### config.mk
export PLATFORM = sky130hd
export DESIGN_NAME = decode_unit
export DESIGN_NICKNAME = d
export VERILOG_FILES = /design/src/design/lc3b_types.sv /design/src/design/control_rom.sv /design/src/design/decode_lane.sv /design/src/design/decode_dispatch.sv /design/src/design/decode_collect.sv /design/src/design/decode_unit.sv
export SDC_FILE = /design/constraint.sdc
export NUM_CORES = 1
export LEC_CHECK = 0
export ABC_AREA = 0
export BUFFER_PORTS_ARGS = -buffer_cell sky130_fd_sc_hd__buf_2
export CAP_MARGIN = 0
export CORE_MARGIN = 4
export CORE_UTILIZATION = 57
export DETAILED_ROUTE_END_ITERATION = 8
export GPL_TIMING_DRIVEN = 0
export PLACE_DENSITY = 0.73
export SLEW_MARGIN = 40
export SYNTH_ARGS = -nofsm -noshare
export SYNTH_HDL_FRONTEND = slang
export SYNTH_SLANG_ARGS = --single-unit
export TNS_END_PERCENT = 30
### constraint.sdc
create_clock -name clk -period 6.55 [get_ports clk]
set_input_delay 0.655 -clock clk [delete_from_list [all_inputs] [get_ports clk]]
set_output_delay 0.655 -clock clk [all_outputs]
set_load 0.01 [all_outputs]
### src/design/lc3b_types.sv
`default_nettype none

package lc3b_types;

    // ------------------------------
    // sizing
    // ------------------------------
    localparam int NUM_LANES   = 4;             // decode lanes in the round-robin set
    localparam int LANE_DEPTH  = 2;             // entries per lane and credits per lane
    localparam int IN_DEPTH    = 2;             // dispatcher input buffer entries
    localparam int OUT_CREDITS = 4;             // downstream credits after reset

    localparam int LANE_IDX_W = $clog2(NUM_LANES);
    localparam int LANE_PTR_W = $clog2(LANE_DEPTH);
    localparam int LANE_CNT_W = $clog2(LANE_DEPTH + 1);
    localparam int IN_PTR_W   = $clog2(IN_DEPTH);
    localparam int IN_CNT_W   = $clog2(IN_DEPTH + 1);
    localparam int OUT_CNT_W  = $clog2(OUT_CREDITS + 1);

    // ------------------------------
    // encodings
    // ------------------------------
    typedef enum logic [3:0] {
        op_br   = 4'b0000,
        op_add  = 4'b0001,
        op_ldb  = 4'b0010,
        op_stb  = 4'b0011,
        op_jsr  = 4'b0100,
        op_and  = 4'b0101,
        op_ldr  = 4'b0110,
        op_str  = 4'b0111,
        op_rti  = 4'b1000,                      // not decoded by the control ROM
        op_not  = 4'b1001,
        op_ldi  = 4'b1010,
        op_sti  = 4'b1011,
        op_jmp  = 4'b1100,
        op_shf  = 4'b1101,
        op_lea  = 4'b1110,
        op_trap = 4'b1111
    } lc3b_opcode;

    typedef enum logic [2:0] {
        alu_add,
        alu_and,
        alu_not,
        alu_pass,
        alu_sll,
        alu_srl,
        alu_sra
    } alu_ops;

    // ------------------------------
    // structs
    // ------------------------------
    typedef struct packed {
        lc3b_opcode opcode;
        logic       load_pc;
        logic       load_ir;
        logic       load_regfile;
        logic       load_mar;
        logic       load_mdr;
        logic       load_cc;
        logic       regfile_filter_enable;      // zero extend the low byte on LDB
        logic       stb_filter_enable;          // replicate the low byte on STB
        logic [1:0] pcmux_sel;
        logic       brmux_sel;
        logic       storemux_sel;
        logic       destmux_sel;                // selects R7 as destination
        logic [1:0] alumux_sel;
        logic [1:0] regfilemux_sel;
        logic [1:0] marmux_sel;
        logic       mdrmux_sel;
        logic       offsetaddermux_sel;
        logic       offset6mux_sel;
        alu_ops     aluop;
        logic       mem_read;
        logic       mem_write;
        logic       indirect_enable;
        logic [1:0] mem_byte_enable;
    } lc3b_control_word;

    typedef struct packed {
        logic [15:0] pc;
        logic [15:0] ir;
        logic        addr_lsb;                  // low bit of the effective address
    } decode_in_t;

    typedef struct packed {
        logic [15:0]      pc;
        logic [15:0]      ir;
        lc3b_control_word ctrl;
        logic [2:0]       dest;
        logic [2:0]       sr1;
        logic [2:0]       sr2;
    } decode_out_t;

endpackage

`default_nettype wire

### src/design/control_rom.sv
`default_nettype none

module control_rom import lc3b_types::*; (
    input  lc3b_opcode       opcode,
    input  logic             imm_enable,
    input  logic             jsr_enable,
    input  logic             d_enable,
    input  logic             stb_high_enable,
    input  logic             is_nop,
    output lc3b_control_word ctrl
);

    always_comb begin
        // every field starts cleared except the opcode and the full word byte enable
        ctrl                 = '0;
        ctrl.opcode          = opcode;
        ctrl.aluop           = alu_add;
        ctrl.mem_byte_enable = 2'b11;

        case (opcode)
            op_add: begin
                ctrl.aluop        = alu_add;
                ctrl.load_regfile = 1'b1;
                ctrl.load_cc      = 1'b1;
                if (imm_enable) begin
                    ctrl.alumux_sel = 2'b10;    // second operand is sext of ir 4:0
                end
            end
            op_and: begin
                ctrl.aluop        = alu_and;
                ctrl.load_regfile = 1'b1;
                ctrl.load_cc      = 1'b1;
                if (imm_enable) begin
                    ctrl.alumux_sel = 2'b10;
                end
            end
            op_not: begin
                ctrl.aluop        = alu_not;
                ctrl.load_regfile = 1'b1;
                ctrl.load_cc      = 1'b1;
            end
            op_shf: begin
                ctrl.alumux_sel = 2'b11;        // shift amount from ir 3:0
                if (!d_enable) begin
                    ctrl.aluop = alu_sll;
                end else if (!imm_enable) begin
                    ctrl.aluop = alu_srl;       // logical right shift fills with zero
                end else begin
                    ctrl.aluop = alu_sra;       // arithmetic right shift keeps the sign
                end
                ctrl.load_regfile = 1'b1;
                ctrl.load_cc      = 1'b1;
            end
            op_ldr: begin
                ctrl.aluop          = alu_add;
                ctrl.alumux_sel     = 2'b01;    // base plus offset6 forms the address
                ctrl.load_mar       = 1'b1;
                ctrl.mdrmux_sel     = 1'b1;
                ctrl.load_mdr       = 1'b1;
                ctrl.mem_read       = 1'b1;
                ctrl.regfilemux_sel = 2'b01;    // write back the loaded word
                ctrl.load_regfile   = 1'b1;
                ctrl.load_cc        = 1'b1;
            end
            op_ldb: begin
                ctrl.aluop                 = alu_add;
                ctrl.alumux_sel            = 2'b01;
                ctrl.offset6mux_sel        = 1'b1;  // byte offset is not shifted
                ctrl.load_mar              = 1'b1;
                ctrl.mdrmux_sel            = 1'b1;
                ctrl.load_mdr              = 1'b1;
                ctrl.mem_read              = 1'b1;
                ctrl.regfilemux_sel        = 2'b01;
                ctrl.regfile_filter_enable = 1'b1;
                ctrl.load_regfile          = 1'b1;
                ctrl.load_cc               = 1'b1;
            end
            op_ldi: begin
                ctrl.indirect_enable = 1'b1;    // the first read returns the real address
                ctrl.aluop           = alu_add;
                ctrl.alumux_sel      = 2'b01;
                ctrl.load_mar        = 1'b1;
                ctrl.mdrmux_sel      = 1'b1;
                ctrl.load_mdr        = 1'b1;
                ctrl.mem_read        = 1'b1;
                ctrl.regfilemux_sel  = 2'b01;
                ctrl.load_regfile    = 1'b1;
                ctrl.load_cc         = 1'b1;
            end
            op_str: begin
                ctrl.aluop        = alu_add;
                ctrl.alumux_sel   = 2'b01;
                ctrl.load_mar     = 1'b1;
                ctrl.storemux_sel = 1'b1;       // source register sits in ir 11:9
                ctrl.load_mdr     = 1'b1;
                ctrl.mem_write    = 1'b1;
            end
            op_stb: begin
                ctrl.aluop             = alu_add;
                ctrl.alumux_sel        = 2'b01;
                ctrl.offset6mux_sel    = 1'b1;
                ctrl.load_mar          = 1'b1;
                ctrl.storemux_sel      = 1'b1;
                ctrl.stb_filter_enable = 1'b1;
                ctrl.load_mdr          = 1'b1;
                ctrl.mem_byte_enable   = stb_high_enable ? 2'b10 : 2'b01;
                ctrl.mem_write         = 1'b1;
            end
            op_sti: begin
                ctrl.indirect_enable = 1'b1;
                ctrl.aluop           = alu_add;
                ctrl.alumux_sel      = 2'b01;
                ctrl.load_mar        = 1'b1;
                ctrl.mdrmux_sel      = 1'b1;
                ctrl.load_mdr        = 1'b1;
                ctrl.storemux_sel    = 1'b1;
            end
            op_br: begin
                if (!is_nop) begin
                    ctrl.brmux_sel = 1'b1;      // branch target is pc plus offset9
                    ctrl.load_pc   = 1'b1;
                end
            end
            op_jmp: begin
                ctrl.pcmux_sel = 2'b10;         // jump target comes from the base register
                ctrl.load_pc   = 1'b1;
            end
            op_jsr: begin
                ctrl.destmux_sel    = 1'b1;     // link address goes to R7
                ctrl.regfilemux_sel = 2'b11;
                ctrl.load_regfile   = 1'b1;
                if (jsr_enable) begin
                    ctrl.offsetaddermux_sel = 1'b1;
                    ctrl.pcmux_sel          = 2'b01;
                end else begin
                    ctrl.pcmux_sel = 2'b10;     // JSRR takes the base register
                end
                ctrl.load_pc = 1'b1;
            end
            op_lea: begin
                ctrl.regfilemux_sel = 2'b10;
                ctrl.load_regfile   = 1'b1;
            end
            op_trap: begin
                ctrl.destmux_sel    = 1'b1;
                ctrl.regfilemux_sel = 2'b11;
                ctrl.load_regfile   = 1'b1;
                ctrl.marmux_sel     = 2'b11;    // vector table entry at trapvect8 times two
                ctrl.load_mar       = 1'b1;
                ctrl.mdrmux_sel     = 1'b1;
                ctrl.load_mdr       = 1'b1;
                ctrl.mem_read       = 1'b1;
                ctrl.pcmux_sel      = 2'b11;
                ctrl.load_pc        = 1'b1;
            end
            default: begin
                ctrl = '0;                      // RTI and anything else decode to nothing
            end
        endcase
    end

endmodule : control_rom

`default_nettype wire

### src/design/decode_lane.sv
`default_nettype none

module decode_lane import lc3b_types::*; (
    input  logic        clk,
    input  logic        rst,
    input  logic        push,
    input  decode_in_t  push_data,
    input  logic        pop,
    output logic        valid,
    output decode_out_t result
);

    decode_in_t            entry [LANE_DEPTH];  // payload storage
    logic [LANE_PTR_W-1:0] wr_ptr;
    logic [LANE_PTR_W-1:0] rd_ptr;
    logic [LANE_CNT_W-1:0] count;
    decode_in_t            head;
    lc3b_control_word      ctrl;

    // ------------------------------
    // lane buffer
    // ------------------------------
    always_ff @(posedge clk) begin
        if (push) begin
            entry[wr_ptr] <= push_data;
        end
    end

    always_ff @(posedge clk) begin
        if (rst) begin
            wr_ptr <= '0;
            rd_ptr <= '0;
            count  <= '0;
        end else begin
            if (push) begin
                wr_ptr <= wr_ptr + 1'b1;
            end
            if (pop) begin
                rd_ptr <= rd_ptr + 1'b1;
            end
            count <= count + LANE_CNT_W'(push) - LANE_CNT_W'(pop);
        end
    end

    assign valid = (count != '0);
    assign head  = entry[rd_ptr];

    // ------------------------------
    // decode of the head entry
    // ------------------------------
    control_rom u_rom (
        .opcode          (lc3b_opcode'(head.ir[15:12])),
        .imm_enable      (head.ir[5]),
        .jsr_enable      (head.ir[11]),
        .d_enable        (head.ir[4]),
        .stb_high_enable (head.addr_lsb),
        .is_nop          (head.ir[11:9] == 3'b000),    // BR with no condition bits set
        .ctrl            (ctrl)
    );

    always_comb begin
        result.pc   = head.pc;
        result.ir   = head.ir;
        result.ctrl = ctrl;
        result.dest = ctrl.destmux_sel ? 3'd7 : head.ir[11:9];
        result.sr1  = head.ir[8:6];
        result.sr2  = ctrl.storemux_sel ? head.ir[11:9] : head.ir[2:0];
    end

    // the dispatcher credit count must keep the lane from overflowing
    assert property (@(posedge clk) disable iff (rst)
        !(push && count == LANE_CNT_W'(LANE_DEPTH)));

    assert property (@(posedge clk) disable iff (rst) pop |-> valid);

endmodule : decode_lane

`default_nettype wire

### src/design/decode_dispatch.sv
`default_nettype none

module decode_dispatch import lc3b_types::*; (
    input  logic                 clk,
    input  logic                 rst,
    input  logic                 in_valid,
    input  decode_in_t           in_data,
    output logic                 in_credit,
    output logic [NUM_LANES-1:0] lane_push,
    output decode_in_t           lane_data,
    input  logic [NUM_LANES-1:0] lane_credit
);

    decode_in_t            in_buf [IN_DEPTH];
    logic [IN_PTR_W-1:0]   wr_ptr;
    logic [IN_PTR_W-1:0]   rd_ptr;
    logic [IN_CNT_W-1:0]   in_count;
    logic [LANE_IDX_W-1:0] rr_ptr;              // lane that receives the next entry
    logic [LANE_CNT_W-1:0] lane_cnt [NUM_LANES];
    logic                  send;

    // strict round-robin so the pointer waits on a lane without credit
    assign send      = (in_count != '0) && (lane_cnt[rr_ptr] != '0);
    assign in_credit = send;                    // slot freed at this edge
    assign lane_data = in_buf[rd_ptr];

    always_comb begin
        lane_push         = '0;
        lane_push[rr_ptr] = send;
    end

    always_ff @(posedge clk) begin
        if (in_valid) begin
            in_buf[wr_ptr] <= in_data;
        end
    end

    always_ff @(posedge clk) begin
        if (rst) begin
            wr_ptr   <= '0;
            rd_ptr   <= '0;
            in_count <= '0;
            rr_ptr   <= '0;
        end else begin
            if (in_valid) begin
                wr_ptr <= wr_ptr + 1'b1;
            end
            if (send) begin
                rd_ptr <= rd_ptr + 1'b1;
                rr_ptr <= rr_ptr + 1'b1;
            end
            in_count <= in_count + IN_CNT_W'(in_valid) - IN_CNT_W'(send);
        end
    end

    // ------------------------------
    // per-lane credit counters
    // ------------------------------
    for (genvar g = 0; g < NUM_LANES; g++) begin : g_credit
        always_ff @(posedge clk) begin
            if (rst) begin
                lane_cnt[g] <= LANE_CNT_W'(LANE_DEPTH);
            end else begin
                lane_cnt[g] <= lane_cnt[g] + LANE_CNT_W'(lane_credit[g])
                               - LANE_CNT_W'(lane_push[g]);
            end
        end

        assert property (@(posedge clk) disable iff (rst) lane_cnt[g] <= LANE_DEPTH);
    end

    // the upstream sender must honour its credits
    assert property (@(posedge clk) disable iff (rst)
        in_valid |-> in_count != IN_CNT_W'(IN_DEPTH));

endmodule : decode_dispatch

`default_nettype wire

### src/design/decode_collect.sv
`default_nettype none

module decode_collect import lc3b_types::*; (
    input  logic                 clk,
    input  logic                 rst,
    input  logic [NUM_LANES-1:0] lane_valid,
    input  decode_out_t          lane_out [NUM_LANES],
    output logic [NUM_LANES-1:0] lane_pop,
    output logic [NUM_LANES-1:0] lane_credit,
    output logic                 out_valid,
    output decode_out_t          out_data,
    input  logic                 out_credit
);

    logic [LANE_IDX_W-1:0] rr_ptr;              // follows the dispatcher pointer
    logic [OUT_CNT_W-1:0]  credit;
    logic                  take;

    // ------------------------------
    // in-order drain
    // ------------------------------
    assign take = lane_valid[rr_ptr] && (credit != '0);    // holds with no credit left

    always_comb begin
        lane_pop         = '0;
        lane_pop[rr_ptr] = take;
    end

    assign lane_credit = lane_pop;              // each pop frees one lane slot

    always_ff @(posedge clk) begin
        if (rst) begin
            rr_ptr <= '0;
            credit <= OUT_CNT_W'(OUT_CREDITS);
        end else begin
            if (take) begin
                rr_ptr <= rr_ptr + 1'b1;
            end
            credit <= credit + OUT_CNT_W'(out_credit) - OUT_CNT_W'(take);
        end
    end

    // ------------------------------
    // output register
    // ------------------------------
    always_ff @(posedge clk) begin
        if (rst) begin
            out_valid <= 1'b0;
        end else begin
            out_valid <= take;
        end
    end

    always_ff @(posedge clk) begin
        if (take) begin
            out_data <= lane_out[rr_ptr];
        end
    end

    // a consumer returning more credits than it was given would break this
    assert property (@(posedge clk) disable iff (rst) credit <= OUT_CREDITS);

endmodule : decode_collect

`default_nettype wire

### src/design/decode_unit.sv
`default_nettype none

module decode_unit import lc3b_types::*; (
    input  logic        clk,
    input  logic        rst,
    input  logic        in_valid,
    input  decode_in_t  in_data,
    output logic        in_credit,
    output logic        out_valid,
    output decode_out_t out_data,
    input  logic        out_credit
);

    logic [NUM_LANES-1:0] lane_push;
    decode_in_t           lane_data;            // shared by all lanes
    logic [NUM_LANES-1:0] lane_credit;
    logic [NUM_LANES-1:0] lane_valid;
    logic [NUM_LANES-1:0] lane_pop;
    decode_out_t          lane_out [NUM_LANES];

    decode_dispatch u_dispatch (
        .clk         (clk),
        .rst         (rst),
        .in_valid    (in_valid),
        .in_data     (in_data),
        .in_credit   (in_credit),
        .lane_push   (lane_push),
        .lane_data   (lane_data),
        .lane_credit (lane_credit)
    );

    for (genvar i = 0; i < NUM_LANES; i++) begin : g_lane
        decode_lane u_lane (
            .clk       (clk),
            .rst       (rst),
            .push      (lane_push[i]),
            .push_data (lane_data),
            .pop       (lane_pop[i]),
            .valid     (lane_valid[i]),
            .result    (lane_out[i])
        );
    end

    decode_collect u_collect (
        .clk         (clk),
        .rst         (rst),
        .lane_valid  (lane_valid),
        .lane_out    (lane_out),
        .lane_pop    (lane_pop),
        .lane_credit (lane_credit),
        .out_valid   (out_valid),
        .out_data    (out_data),
        .out_credit  (out_credit)
    );

endmodule : decode_unit

`default_nettype wire

==> impl_metrics.csv, run 1 <==
group,metric,value,unit
power,pwr-share-seq,0.430,
timing,max_freq,301.0,MHz
synth,synthXorXnorAreaFrac,0.01451,
flow_run,maxCapViolCount,0,
synth,synth_top_family_by_area,"multiplexers",
setup_path,path_max_fanout,11,
synth,synth_edf_count,399,
synth,synth-main-ff-cell,"edfxtp_1",
place,portBuffers,112,
power,power.density,427.0,mW/mm^2
synth,yosysSeqAreaShare,0.6649,
floorplan,die_h,192.1,um
place,place_ws,3.319,ns
cts,cts_num_sinks,442,
final_layout,fin_cells,1903,
timing,rsz0062_at_grt,"no",
setup_path,critPathKind,"flop to flop",
detailed_routing,vias,11516,
final_layout,fin_nets,1487,
setup_path,r2r.worst_path.cells,11,
floorplan,rows,67,
place,place.gp.congestion,1.000,
synth,synth_adder_area_share,0.01917,
timing,period_needed,3.323,ns
floorplan,initial_utilization,0.5775,
global_routing,grt_max_degree,39,
synth,syn_area,0.01932,sq mm
cts,post_cts_buffers,0,
setup_path,cp_slowest_cell,"buf_1",
detailed_routing,firstDrtPassIters,5,
power,p_leak,7.746,nW
power,switching_share,0.3196,
synth,yosys_warnings,0,
synth,async_flop_share,0,
cts,cts_buffers,45,
place,post-dp-hpwl,32970,um
detailed_routing,via_per_inst,6.051,
global_routing,grt_pass1_wl,69840,um
setup_path,crit_required,6.99,ns
min_path,min_path_type,"primary input to flop",
synth,syn_inst,1244,
timing,drv_slew,0,
synth,ys_ff_latch,442,
synth,syn_nets,1310,
timing,setup-violations-final,0,
final_layout,mostFrequentLayoutCells,"edfxtp_1, mux2i_1, buf_2",
floorplan,die-area,0.03690,sq mm
setup_path,cp-end-kind,"flop",
setup_path,path_cells,"clkinv_1 > buf_1 > clkbuf_1 > ha_1 > nand2_2 > ha_1 > inv_1 > ha_1 > xor2_1 > xnor2_1 > nand2b_1",
timing,worstMarginPinSlew,0.8712,ns
cts,clockBufferDepth,3,
detailed_routing,drt_wl_total,47210,um
timing,setup_slack,3.227,ns
final_layout,layout_commonest_cell,"edfxtp_1",
timing,finalHoldViolations,0,
cts,clk_pin_slew,0.06,ns
setup_path,worstPathArrival,3.76,ns
cts,cts.root.buffer_cell,"clkbuf_16",
setup_path,worst_path_largest_cell_delay,0.66,ns
detailed_routing,drc,0,
timing,post-route-period-util,0.5073,
status,status,"finished, final reports clean",
global_routing,grt-ovfl-total,0,
min_path,hold_depth,1,
global_routing,antenna_found_initial,1,
global_routing,grt_pass1_vias,11413,
power,power_switching,3.033,mW
synth,avgSynthCellArea,15.53,sq um
cts,cts_resized,0,
power,comb_power_share,0.319,
detailed_routing,post_drt_wl_per_cell,24.81,um
final_layout,syn_to_final_growth,15.05,%
floorplan,core_area,0.03345,sq mm
setup_path,crit_path_frequent_cell,"ha_1",
detailed_routing,ant_nets,0,
cts,cts_tree,"built",
floorplan,die_x,192.1,um
global_routing,grt_usage,0.2576,
synth,synthSimpleGateAreaFrac,0.05752,
floorplan,io_pins,114,
cts,ctsHoldBuffers,0,
power,p_int,6.456,mW
detailed_routing,drtIter0Drc,1223,
power,worst_ir_drop_vdd,0.3064,mV
timing,max-slew-margin-rel,0.4192,
synth,synth-compound-area-share,0.06283,
timing,tns,0,ns
power,pwr-share-clk,0.251,
timing,skew,0.02537,ns
synth,synthMuxAreaShare,0.1517,
setup_path,start_kind,"flop",
place,dp_cells,1821,
cts,clkLatencyLatePin,0.57,ns
final_layout,post-route-util,0.6644,
final_layout,drive_gt1_frac,0.2490,
cts,cts_max_level,2,
synth,ys_types,76,
-- per-stage QoR --
step / hold WS [ns] / instance area (sq um) / power, mW
2_1_floorplan: 0.4704 / 19320 / 5.999
3_3_place_gp: 0.4851 / 20440 / 6.989
3_5_place_dp: 0.4932 / 20840 / 7.160
4_1_cts: 0.2521 / 22210 / 9.541
5_1_grt: 0.2508 / 22220 / 9.940
6_report: 0.2689 / 22220 / 9.490
-- final cells by class --
class	count	area, sq um
Sequential cell	442	12840
Multi-Input combinational cell	683	5963
Fill cell	2378	11230
Antenna cell	1	2.502
Tap cell	448	560.5
Buffer	59	342.8
Inverter	60	225.2
Clock buffer	56	1167
Clock inverter	24	200.2
Timing Repair Buffer	130	918.4
-- cell families after synthesis --
family          count (synthesis)
compound gates                172
fa+ha+maj                      29
flops                         442
xor+xnor                       32
simple gates                  214
other cells                     1
mux                           235
buf+inv                       119
-- power by group through the flow --
stage                     clock network (mW)  logic [mW]  registers (mW)
after global routing                    2.55        3.26            4.13
after floorplan                            0        1.75            4.25
final                                   2.38        3.02            4.08
after global placement                     0        2.84            4.15
after CTS                               2.42        3.03            4.09
after detailed placement                   0        3.02            4.14
-- sequential cells by signal (all words and copies together) (netlist names), 3 cells and up, named ones only --
name and flops:
g_lane.u_lane.entry 264, u_collect.out_data 69, u_collect.credit 3, u_dispatch.lane_cnt 8, g_lane.u_lane.count 8, u_dispatch.in_buf 66
g_lane.u_lane.wr_ptr 4, g_lane.u_lane.rd_ptr 4
-- worst paths after layout --
check,endpoint,slack (ns),startpoint
worst max-delay path,u_dispatch.lane_cnt[1][1]$_SDFF_PP1_,3.23,u_collect.rr_ptr[1]$_SDFFE_PP0P_
worst min-delay path,u_dispatch.in_buf[1][10]$_DFFE_PP_,0.27,in_data[10]
worst max register to register,u_dispatch.lane_cnt[1][1]$_SDFF_PP1_,3.23,u_collect.rr_ptr[1]$_SDFFE_PP0P_
worst min register to register,u_collect.credit[2]$_SDFF_PP1_,0.51,u_collect.credit[2]$_SDFF_PP1_
-- routing by layer --
layer	vias up	wire (um)	GRT usage
li1	5139	-	-
met1	5803	19300	0.3533
met2	465	23240	0.4289
met3	109	3139	0.03853
met4	0	1530	0.08420
met5	-	0	0
-- Yosys cell counts, types with 9 or more instances --
cell | count | share of area
nor2_1 | 70 | 0.014
xnor2_1 | 22 | 0.010
inv_1 | 54 | 0.010
a21oi_1 | 33 | 0.0086
o211ai_1 | 9 | 0.0035
buf_2 | 13 | 0.0034
mux4_2 | 41 | 0.048
clkbuf_1 | 19 | 0.0037
dfxtp_1 | 43 | 0.045
mux2i_1 | 142 | 0.074
a22oi_1 | 11 | 0.0043
a32oi_1 | 10 | 0.0045
nor2b_1 | 22 | 0.0071
ha_1 | 28 | 0.018
nor3_1 | 14 | 0.0036
mux2_2 | 52 | 0.030
o21ai_0 | 32 | 0.0083
nand2_1 | 37 | 0.0072
nand3_1 | 10 | 0.0026
o22ai_1 | 10 | 0.0032
buf_4 | 19 | 0.0074
nand2b_1 | 12 | 0.0039
and2_1 | 12 | 0.0039
xor2_1 | 10 | 0.0045
edfxtp_1 | 399 | 0.62
-- worst max-delay path, delay by kind of cell, from the launching register on --
family	cells	cell delay, ns
adders and majority gates	3	0.75
xor gates and xnor gates	2	0.35
and+or+nand+nor	2	0.15
buffers and inverters	4	1.59
DFF	1	0.37
No activity file was read; power rests on OpenSTA's default activity.
==> inputs of run 2 (changes only) <==
--- a/config.mk
+++ b/config.mk
@@ -5,7 +5,7 @@
 export SDC_FILE = /design/constraint.sdc
 export NUM_CORES = 1
 export LEC_CHECK = 0
-export ABC_AREA = 0
+export ABC_AREA = 1
 export BUFFER_PORTS_ARGS = -buffer_cell sky130_fd_sc_hd__buf_2
 export CAP_MARGIN = 0
 export CORE_MARGIN = 4
==> constraint.sdc (replaced) <==
create_clock -name clk -period 3.35 [get_ports clk]
set_input_delay 0.335 -clock clk [delete_from_list [all_inputs] [get_ports clk]]
set_output_delay 0.335 -clock clk [all_outputs]
set_load 0.01 [all_outputs]
==> impl_metrics.csv, run 2 <==
group,metric,value,unit
status,status,"finished, final reports clean",
synth,ys_types,44,
final_layout,n_antenna_cell,0,
cts,clk_pin_slew,0.06,ns
final_layout,mostFrequentLayoutCells,"edfxtp_1, nand2_1, nor2_1",
setup_path,cp-end-kind,"flop",
synth,synth.most_common_cell,"edfxtp_1",
final_layout,final_area,0.02253,sq mm
final_layout,top_register,"g_lane.u_lane.entry",
cts,cts_tree,"built",
setup_path,path_max_fanout,55,
detailed_routing,drtIter0Drc,1299,
cts,cts_buffers,44,
timing,max_freq,322.8,MHz
setup_path,start_kind,"flop",
power,power.density,909.9,mW/mm^2
timing,max-slew-margin-rel,0.4601,
flow_run,maxCapViolCount,0,
power,switching_share,0.3609,
floorplan,die-area,0.03651,sq mm
timing,worstMarginPinSlew,0.8099,ns
floorplan,initial_utilization,0.5828,
final_layout,drive_gt1_frac,0.1844,
setup_path,cp_slowest_cell,"fa_1",
detailed_routing,vias,13944,
floorplan,die_x,191.1,um
final_layout,layout_commonest_cell,"edfxtp_1",
timing,skew,0.02860,ns
setup_path,crit_required,3.85,ns
global_routing,grt_pass1_vias,13355,
global_routing,grt_usage,0.2849,
global_routing,grt-ovfl-total,0,
final_layout,reg_top3,"g_lane.u_lane.entry x264, u_collect.out_data x69, u_dispatch.in_buf x66",
timing,holdWs,0.1045,ns
global_routing,grt_pass1_wl,78400,um
cts,post_cts_buffers,0,
power,power_switching,7.398,mW
final_layout,syn_to_final_growth,17.91,%
timing,period_needed,3.098,ns
min_path,min_path_type,"primary input to flop",
detailed_routing,drt_wl_total,52540,um
floorplan,rows,66,
timing,rsz0062_at_grt,"no",
synth,syn_nets,1777,
global_routing,antenna_found_initial,0,
timing,finalHoldViolations,0,
detailed_routing,post_drt_wl_per_cell,21.65,um
detailed_routing,drc,0,
power,worst_ir_drop_vdd,0.5929,mV
power,pwr-share-clk,0.255,
floorplan,io_pins,114,
final_layout,fin_cells,2427,
synth,async_flop_share,0,
synth,yosysSeqAreaShare,0.6722,
setup_path,critPathKind,"flop to flop",
power,p_leak,8.921,nW
detailed_routing,ant_nets,0,
power,pwr-share-seq,0.397,
floorplan,core_area,0.03278,sq mm
synth,synth-main-ff-cell,"edfxtp_1",
timing,setup-violations-final,0,
timing,drv_slew,0,
place,post-dp-hpwl,37650,um
place,place.gp.congestion,0.9685,
synth,synth_top_area_cell,"edfxtp_1",
detailed_routing,firstDrtPassIters,5,
synth,avgSynthCellArea,11.17,sq um
cts,cts_num_sinks,442,
power,comb_power_share,0.348,
place,portBuffers,111,
cts,cts.root.buffer_cell,"clkbuf_16",
synth,synth_edf_count,399,
setup_path,worst_path_largest_cell_delay,0.40,ns
power,p_int,13.10,mW
place,dp_cells,2314,
synth,syn_inst,1711,
setup_path,worstPathArrival,3.59,ns
floorplan,die_h,191.1,um
cts,clkLatencyLatePin,0.57,ns
synth,syn_area,0.01911,sq mm
final_layout,largest_reg_flops,264,
final_layout,fin_nets,2016,
global_routing,grt_max_degree,56,
synth,yosys-top-cells-count,"edfxtp_1, nand2_1, nor2_1",
place,postPlaceCellArea,0.02063,sq mm
detailed_routing,via_per_inst,5.745,
timing,post-route-period-util,0.9248,
cts,clockBufferDepth,3,
synth,synth.top_cell.area_share,0.6271,
synth,ys_ff_latch,442,
cts,cts_max_level,2,
setup_path,path_cells,"buf_2 > inv_4 > nand3_1 > nand2_1 > nand2_2 > inv_6 > buf_16 > ha_1 > inv_1 > ha_1 > inv_1 > fa_1 > or2_2 > nand3_1",
synth,synth_area_leaders,"edfxtp_1, nand2_1, nor2_1, dfxtp_1, o21ai_0",
synth,yosys_warnings,0,
-- run 2: cell count changes after synthesis, sizes merged, moves of 60 or more --
cell	delta
inv	+79
mux2i	-130
nand2	+295
nand3	+60
nor2	+173
o21ai	+141
-- run 2: timing repair --
action / CTS / global route
hold buffers: 33 / 0
endpoints found under the hold margin: 66 / 0
setup endpoints to repair: 8 / 1
gates resized for setup: 1 / 3
-- run 2: per-layer routing --
layer / GRT usage / routed length [um]
met1: 0.3901 / 21610
met2: 0.4685 / 24810
met3: 0.04711 / 4256
met4: 0.09862 / 1859
met5: 0 / 0
-- run 2: power groups by stage --
stage | Combinational (mW) | Sequential [mW] | Clock [mW]
floorplan | 4.03 | 8.50 | 0
global placement | 6.45 | 8.24 | 0
detailed placement | 6.96 | 8.24 | 0
CTS | 7.05 | 8.14 | 5.27
global route | 7.78 | 8.23 | 5.51
finish | 7.14 | 8.13 | 5.22
-- run 2: area by class of cell --
| cell class | instances | area (sq um) |
|---|---|---|
| tap | 442 | 553.0 |
| multi-input combinational | 1052 | 5385 |
| inverter | 138 | 525.5 |
| fill | 2374 | 10260 |
| clock inverter | 29 | 397.9 |
| buffer | 78 | 409.1 |
| timing repair buffer | 194 | 1252 |
| sequential | 442 | 12840 |
| clock buffer | 52 | 1162 |
-- run 2: through the flow --
stage	worst slack, ns	setup TNS (ns)	utilization	power [mW]
after global routing	0.1158	0	0.6872	21.52
after detailed placement	-0.2090	-0.8318	0.6294	15.20
after floorplan	-0.3468	-66.91	-	12.53
final	0.2520	0	0.6872	20.50
after global placement	-2.748	-692.84	0.6166	14.69
after CTS	0.09349	0	0.6870	20.45
-- run 2: critical path, delay by kind of cell (launching register included) --
family / cells / cell delay, ns
fa+ha+maj: 3 / 0.85
buf+inv: 6 / 1.00
flops: 1 / 0.37
simple gates: 5 / 0.78
-- run 2: final timing paths --
kind	start	end	slack, ns	cells after the start
worst max-delay path	u_collect.rr_ptr[1]$_SDFFE_PP0P_	u_collect.credit[2]$_SDFF_PP1_	0.25	14
worst min-delay path	out_credit	u_collect.credit[0]$_SDFF_PP0_	0.10	4
worst max register to register	u_collect.rr_ptr[1]$_SDFFE_PP0P_	u_collect.credit[2]$_SDFF_PP1_	0.25	14
worst min register to register	u_dispatch.in_count[1]$_SDFF_PP0_	u_dispatch.in_count[1]$_SDFF_PP0_	0.45	1
-- run 2: cell families after synthesis --
family	after synthesis	share of synthesized area
other	1	0.0001963
buffers and inverters	217	0.04866
muxes	45	0.02574
DFF	442	0.6722
and+or+nand+nor	688	0.1488
adders and majority gates	29	0.01938
xor gates and xnor gates	10	0.004584
AOI/OAI and AO/OA	279	0.08048
==> inputs of run 3 (changes only) <==
--- a/config.mk
+++ b/config.mk
@@ -5,7 +5,6 @@
 export SDC_FILE = /design/constraint.sdc
 export NUM_CORES = 1
 export LEC_CHECK = 0
-export ABC_AREA = 1
 export BUFFER_PORTS_ARGS = -buffer_cell sky130_fd_sc_hd__buf_2
 export CAP_MARGIN = 0
 export CORE_MARGIN = 4
==> impl_metrics.csv, run 3 (synthesis results as in run 1) <==
group,metric,value,unit
setup_path,critPathKind,"flop to flop",
final_layout,n_antenna_cell,0,
timing,period_needed,3.090,ns
final_layout,drive_gt1_frac,0.2441,
setup_path,cp_slowest_cell,"buf_1",
detailed_routing,ant_nets,0,
setup_path,path_cells,"buf_4 > inv_2 > buf_2 > buf_1 > ha_1 > nand2_2 > ha_1 > inv_1 > ha_1 > xor2_1 > xnor2_1 > nand2b_1",
power,finalPower,18.61,mW
global_routing,grt-ovfl-total,0,
timing,post-route-period-util,0.9224,
floorplan,core_area,0.03345,sq mm
final_layout,layout_commonest_cell,"edfxtp_1",
final_layout,num-fill-cells,2329,
cts,clk_pin_slew,0.06,ns
flow_run,maxCapViolCount,0,
timing,max_freq,323.6,MHz
detailed_routing,via_per_inst,6.027,
final_layout,fin_nets,1520,
status,status,"finished, final reports clean",
final_layout,top_register,"g_lane.u_lane.entry",
final_layout,fin_cells,1935,
cts,cts_max_level,2,
power,power.density,825.1,mW/mm^2
global_routing,grt_max_degree,39,
detailed_routing,post_drt_wl_per_cell,24.75,um
global_routing,grt_pass1_vias,11687,
final_layout,largest_reg_flops,264,
timing,max-slew-margin-rel,0.4202,
global_routing,grt_usage,0.2622,
power,p_leak,7.886,nW
detailed_routing,drtIter0Drc,1216,
timing,setup-violations-final,0,
final_layout,syn_to_final_growth,16.75,%
setup_path,crit_required,3.79,ns
cts,cts_num_sinks,442,
timing,drv_slew,0,
detailed_routing,drc,0,
floorplan,initial_utilization,0.5775,
setup_path,worst_path_largest_cell_delay,0.63,ns
global_routing,grt_pass1_wl,71200,um
detailed_routing,vias,11663,
timing,finalHoldViolations,0,
cts,clockBufferDepth,3,
final_layout,reg_top3,"g_lane.u_lane.entry x264, u_collect.out_data x69, u_dispatch.in_buf x66",
cts,cts_tree,"built",
detailed_routing,drt_wl_total,47890,um
cts,cts.root.buffer_cell,"clkbuf_16",
cts,post_cts_buffers,0,
setup_path,cp-end-kind,"flop",
min_path,min_path_type,"primary input to flop",
final_layout,multi_input_area,0.005963,sq mm
setup_path,crit_path_frequent_cell,"ha_1",
timing,rsz0062_at_grt,"no",
cts,clkLatencyLatePin,0.57,ns
setup_path,start_kind,"flop",
place,dp_cells,1821,
detailed_routing,firstDrtPassIters,5,
floorplan,io_pins,114,
final_layout,mostFrequentLayoutCells,"edfxtp_1, mux2i_1, buf_2",
setup_path,worstPathArrival,3.53,ns
global_routing,antenna_found_initial,0,
place,place.gp.congestion,1.000,
floorplan,rows,67,
final_layout,register_area,0.01284,sq mm
place,post-dp-hpwl,32970,um
place,portBuffers,112,
power,worst_ir_drop_vdd,0.6065,mV
cts,cts_buffers,45,
timing,skew,0.02388,ns
floorplan,die_x,192.1,um
timing,worstMarginPinSlew,0.8697,ns
floorplan,die_h,192.1,um
setup_path,path_max_fanout,11,
floorplan,die-area,0.03690,sq mm
[run 3: through the flow]
stage / cell area, sq um / hold WS (ns) / setup WS, ns / utilization / TNS, ns
CTS: 22540 / 0.0006031 / 0.09366 / 0.6739 / 0
floorplan: 19320 / 0.4066 / 0.07400 / - / 0
detailed placement: 20840 / 0.4932 / 0.1185 / 0.6232 / 0
global route: 22550 / 0.02412 / 0.05115 / 0.6742 / 0
global placement: 20440 / 0.4851 / -1.667 / 0.6110 / -215.40
finish: 22550 / 0.02715 / 0.2599 / 0.6742 / 0
[run 3: power by group]
group / internal (mW) / total, mW / switching, mW
logic: 2.38 / 5.95 / 3.57
clock network: 2.63 / 4.67 / 2.03
registers: 7.63 / 7.99 / 0.356
[run 3: area by class of cell]
class / instances / area share
tap: 448 / 0.02486
clock inverter: 24 / 0.008877
inverter: 60 / 0.009987
clock buffer: 56 / 0.05176
multi-input combinational: 683 / 0.2644
sequential: 442 / 0.5695
buffer: 59 / 0.01526
timing repair buffer: 163 / 0.05537
[run 3: path summary, 6_finish.rpt]
| path | startpoint | endpoint | slack (ns) | cells after the start |
|---|---|---|---|---|
| min | rst | u_dispatch.lane_cnt[0][0]$_SDFF_PP0_ | 0.03 | 2 |
| max reg2reg | u_collect.rr_ptr[0]$_SDFFE_PP0P_ | u_dispatch.lane_cnt[0][1]$_SDFF_PP1_ | 0.26 | 12 |
| min reg2reg | u_collect.credit[2]$_SDFF_PP1_ | u_collect.credit[2]$_SDFF_PP1_ | 0.51 | 2 |
| max | u_collect.rr_ptr[0]$_SDFFE_PP0P_ | u_dispatch.lane_cnt[0][1]$_SDFF_PP1_ | 0.26 | 12 |
[run 3: routing by layer]
layer	global-route usage	routed length (um)	vias to the layer above	share of wire
met5	0	0	-	0
met4	0.08886	1598	0	0.033
met3	0.04126	3054	111	0.064
met2	0.4381	23750	455	0.50
met1	0.3554	19490	5897	0.41
li1	-	-	5200	-
[run 3: worst max-delay path: cells and delay by family, from the launching register on]
kind | cells | cell delay, ns
xor+xnor | 2 | 0.33
fa+ha+maj | 3 | 0.76
buf+inv | 5 | 1.39
flops | 1 | 0.34
simple gates | 2 | 0.16
[run 3: what timing repair did]
| action | in CTS | in global routing |
|---|---|---|
| hold endpoints to repair | 65 | 0 |
| gates resized for setup | 0 | 2 |
| hold buffers | 33 | 0 |
| endpoints found under the setup margin | 0 | 4 |
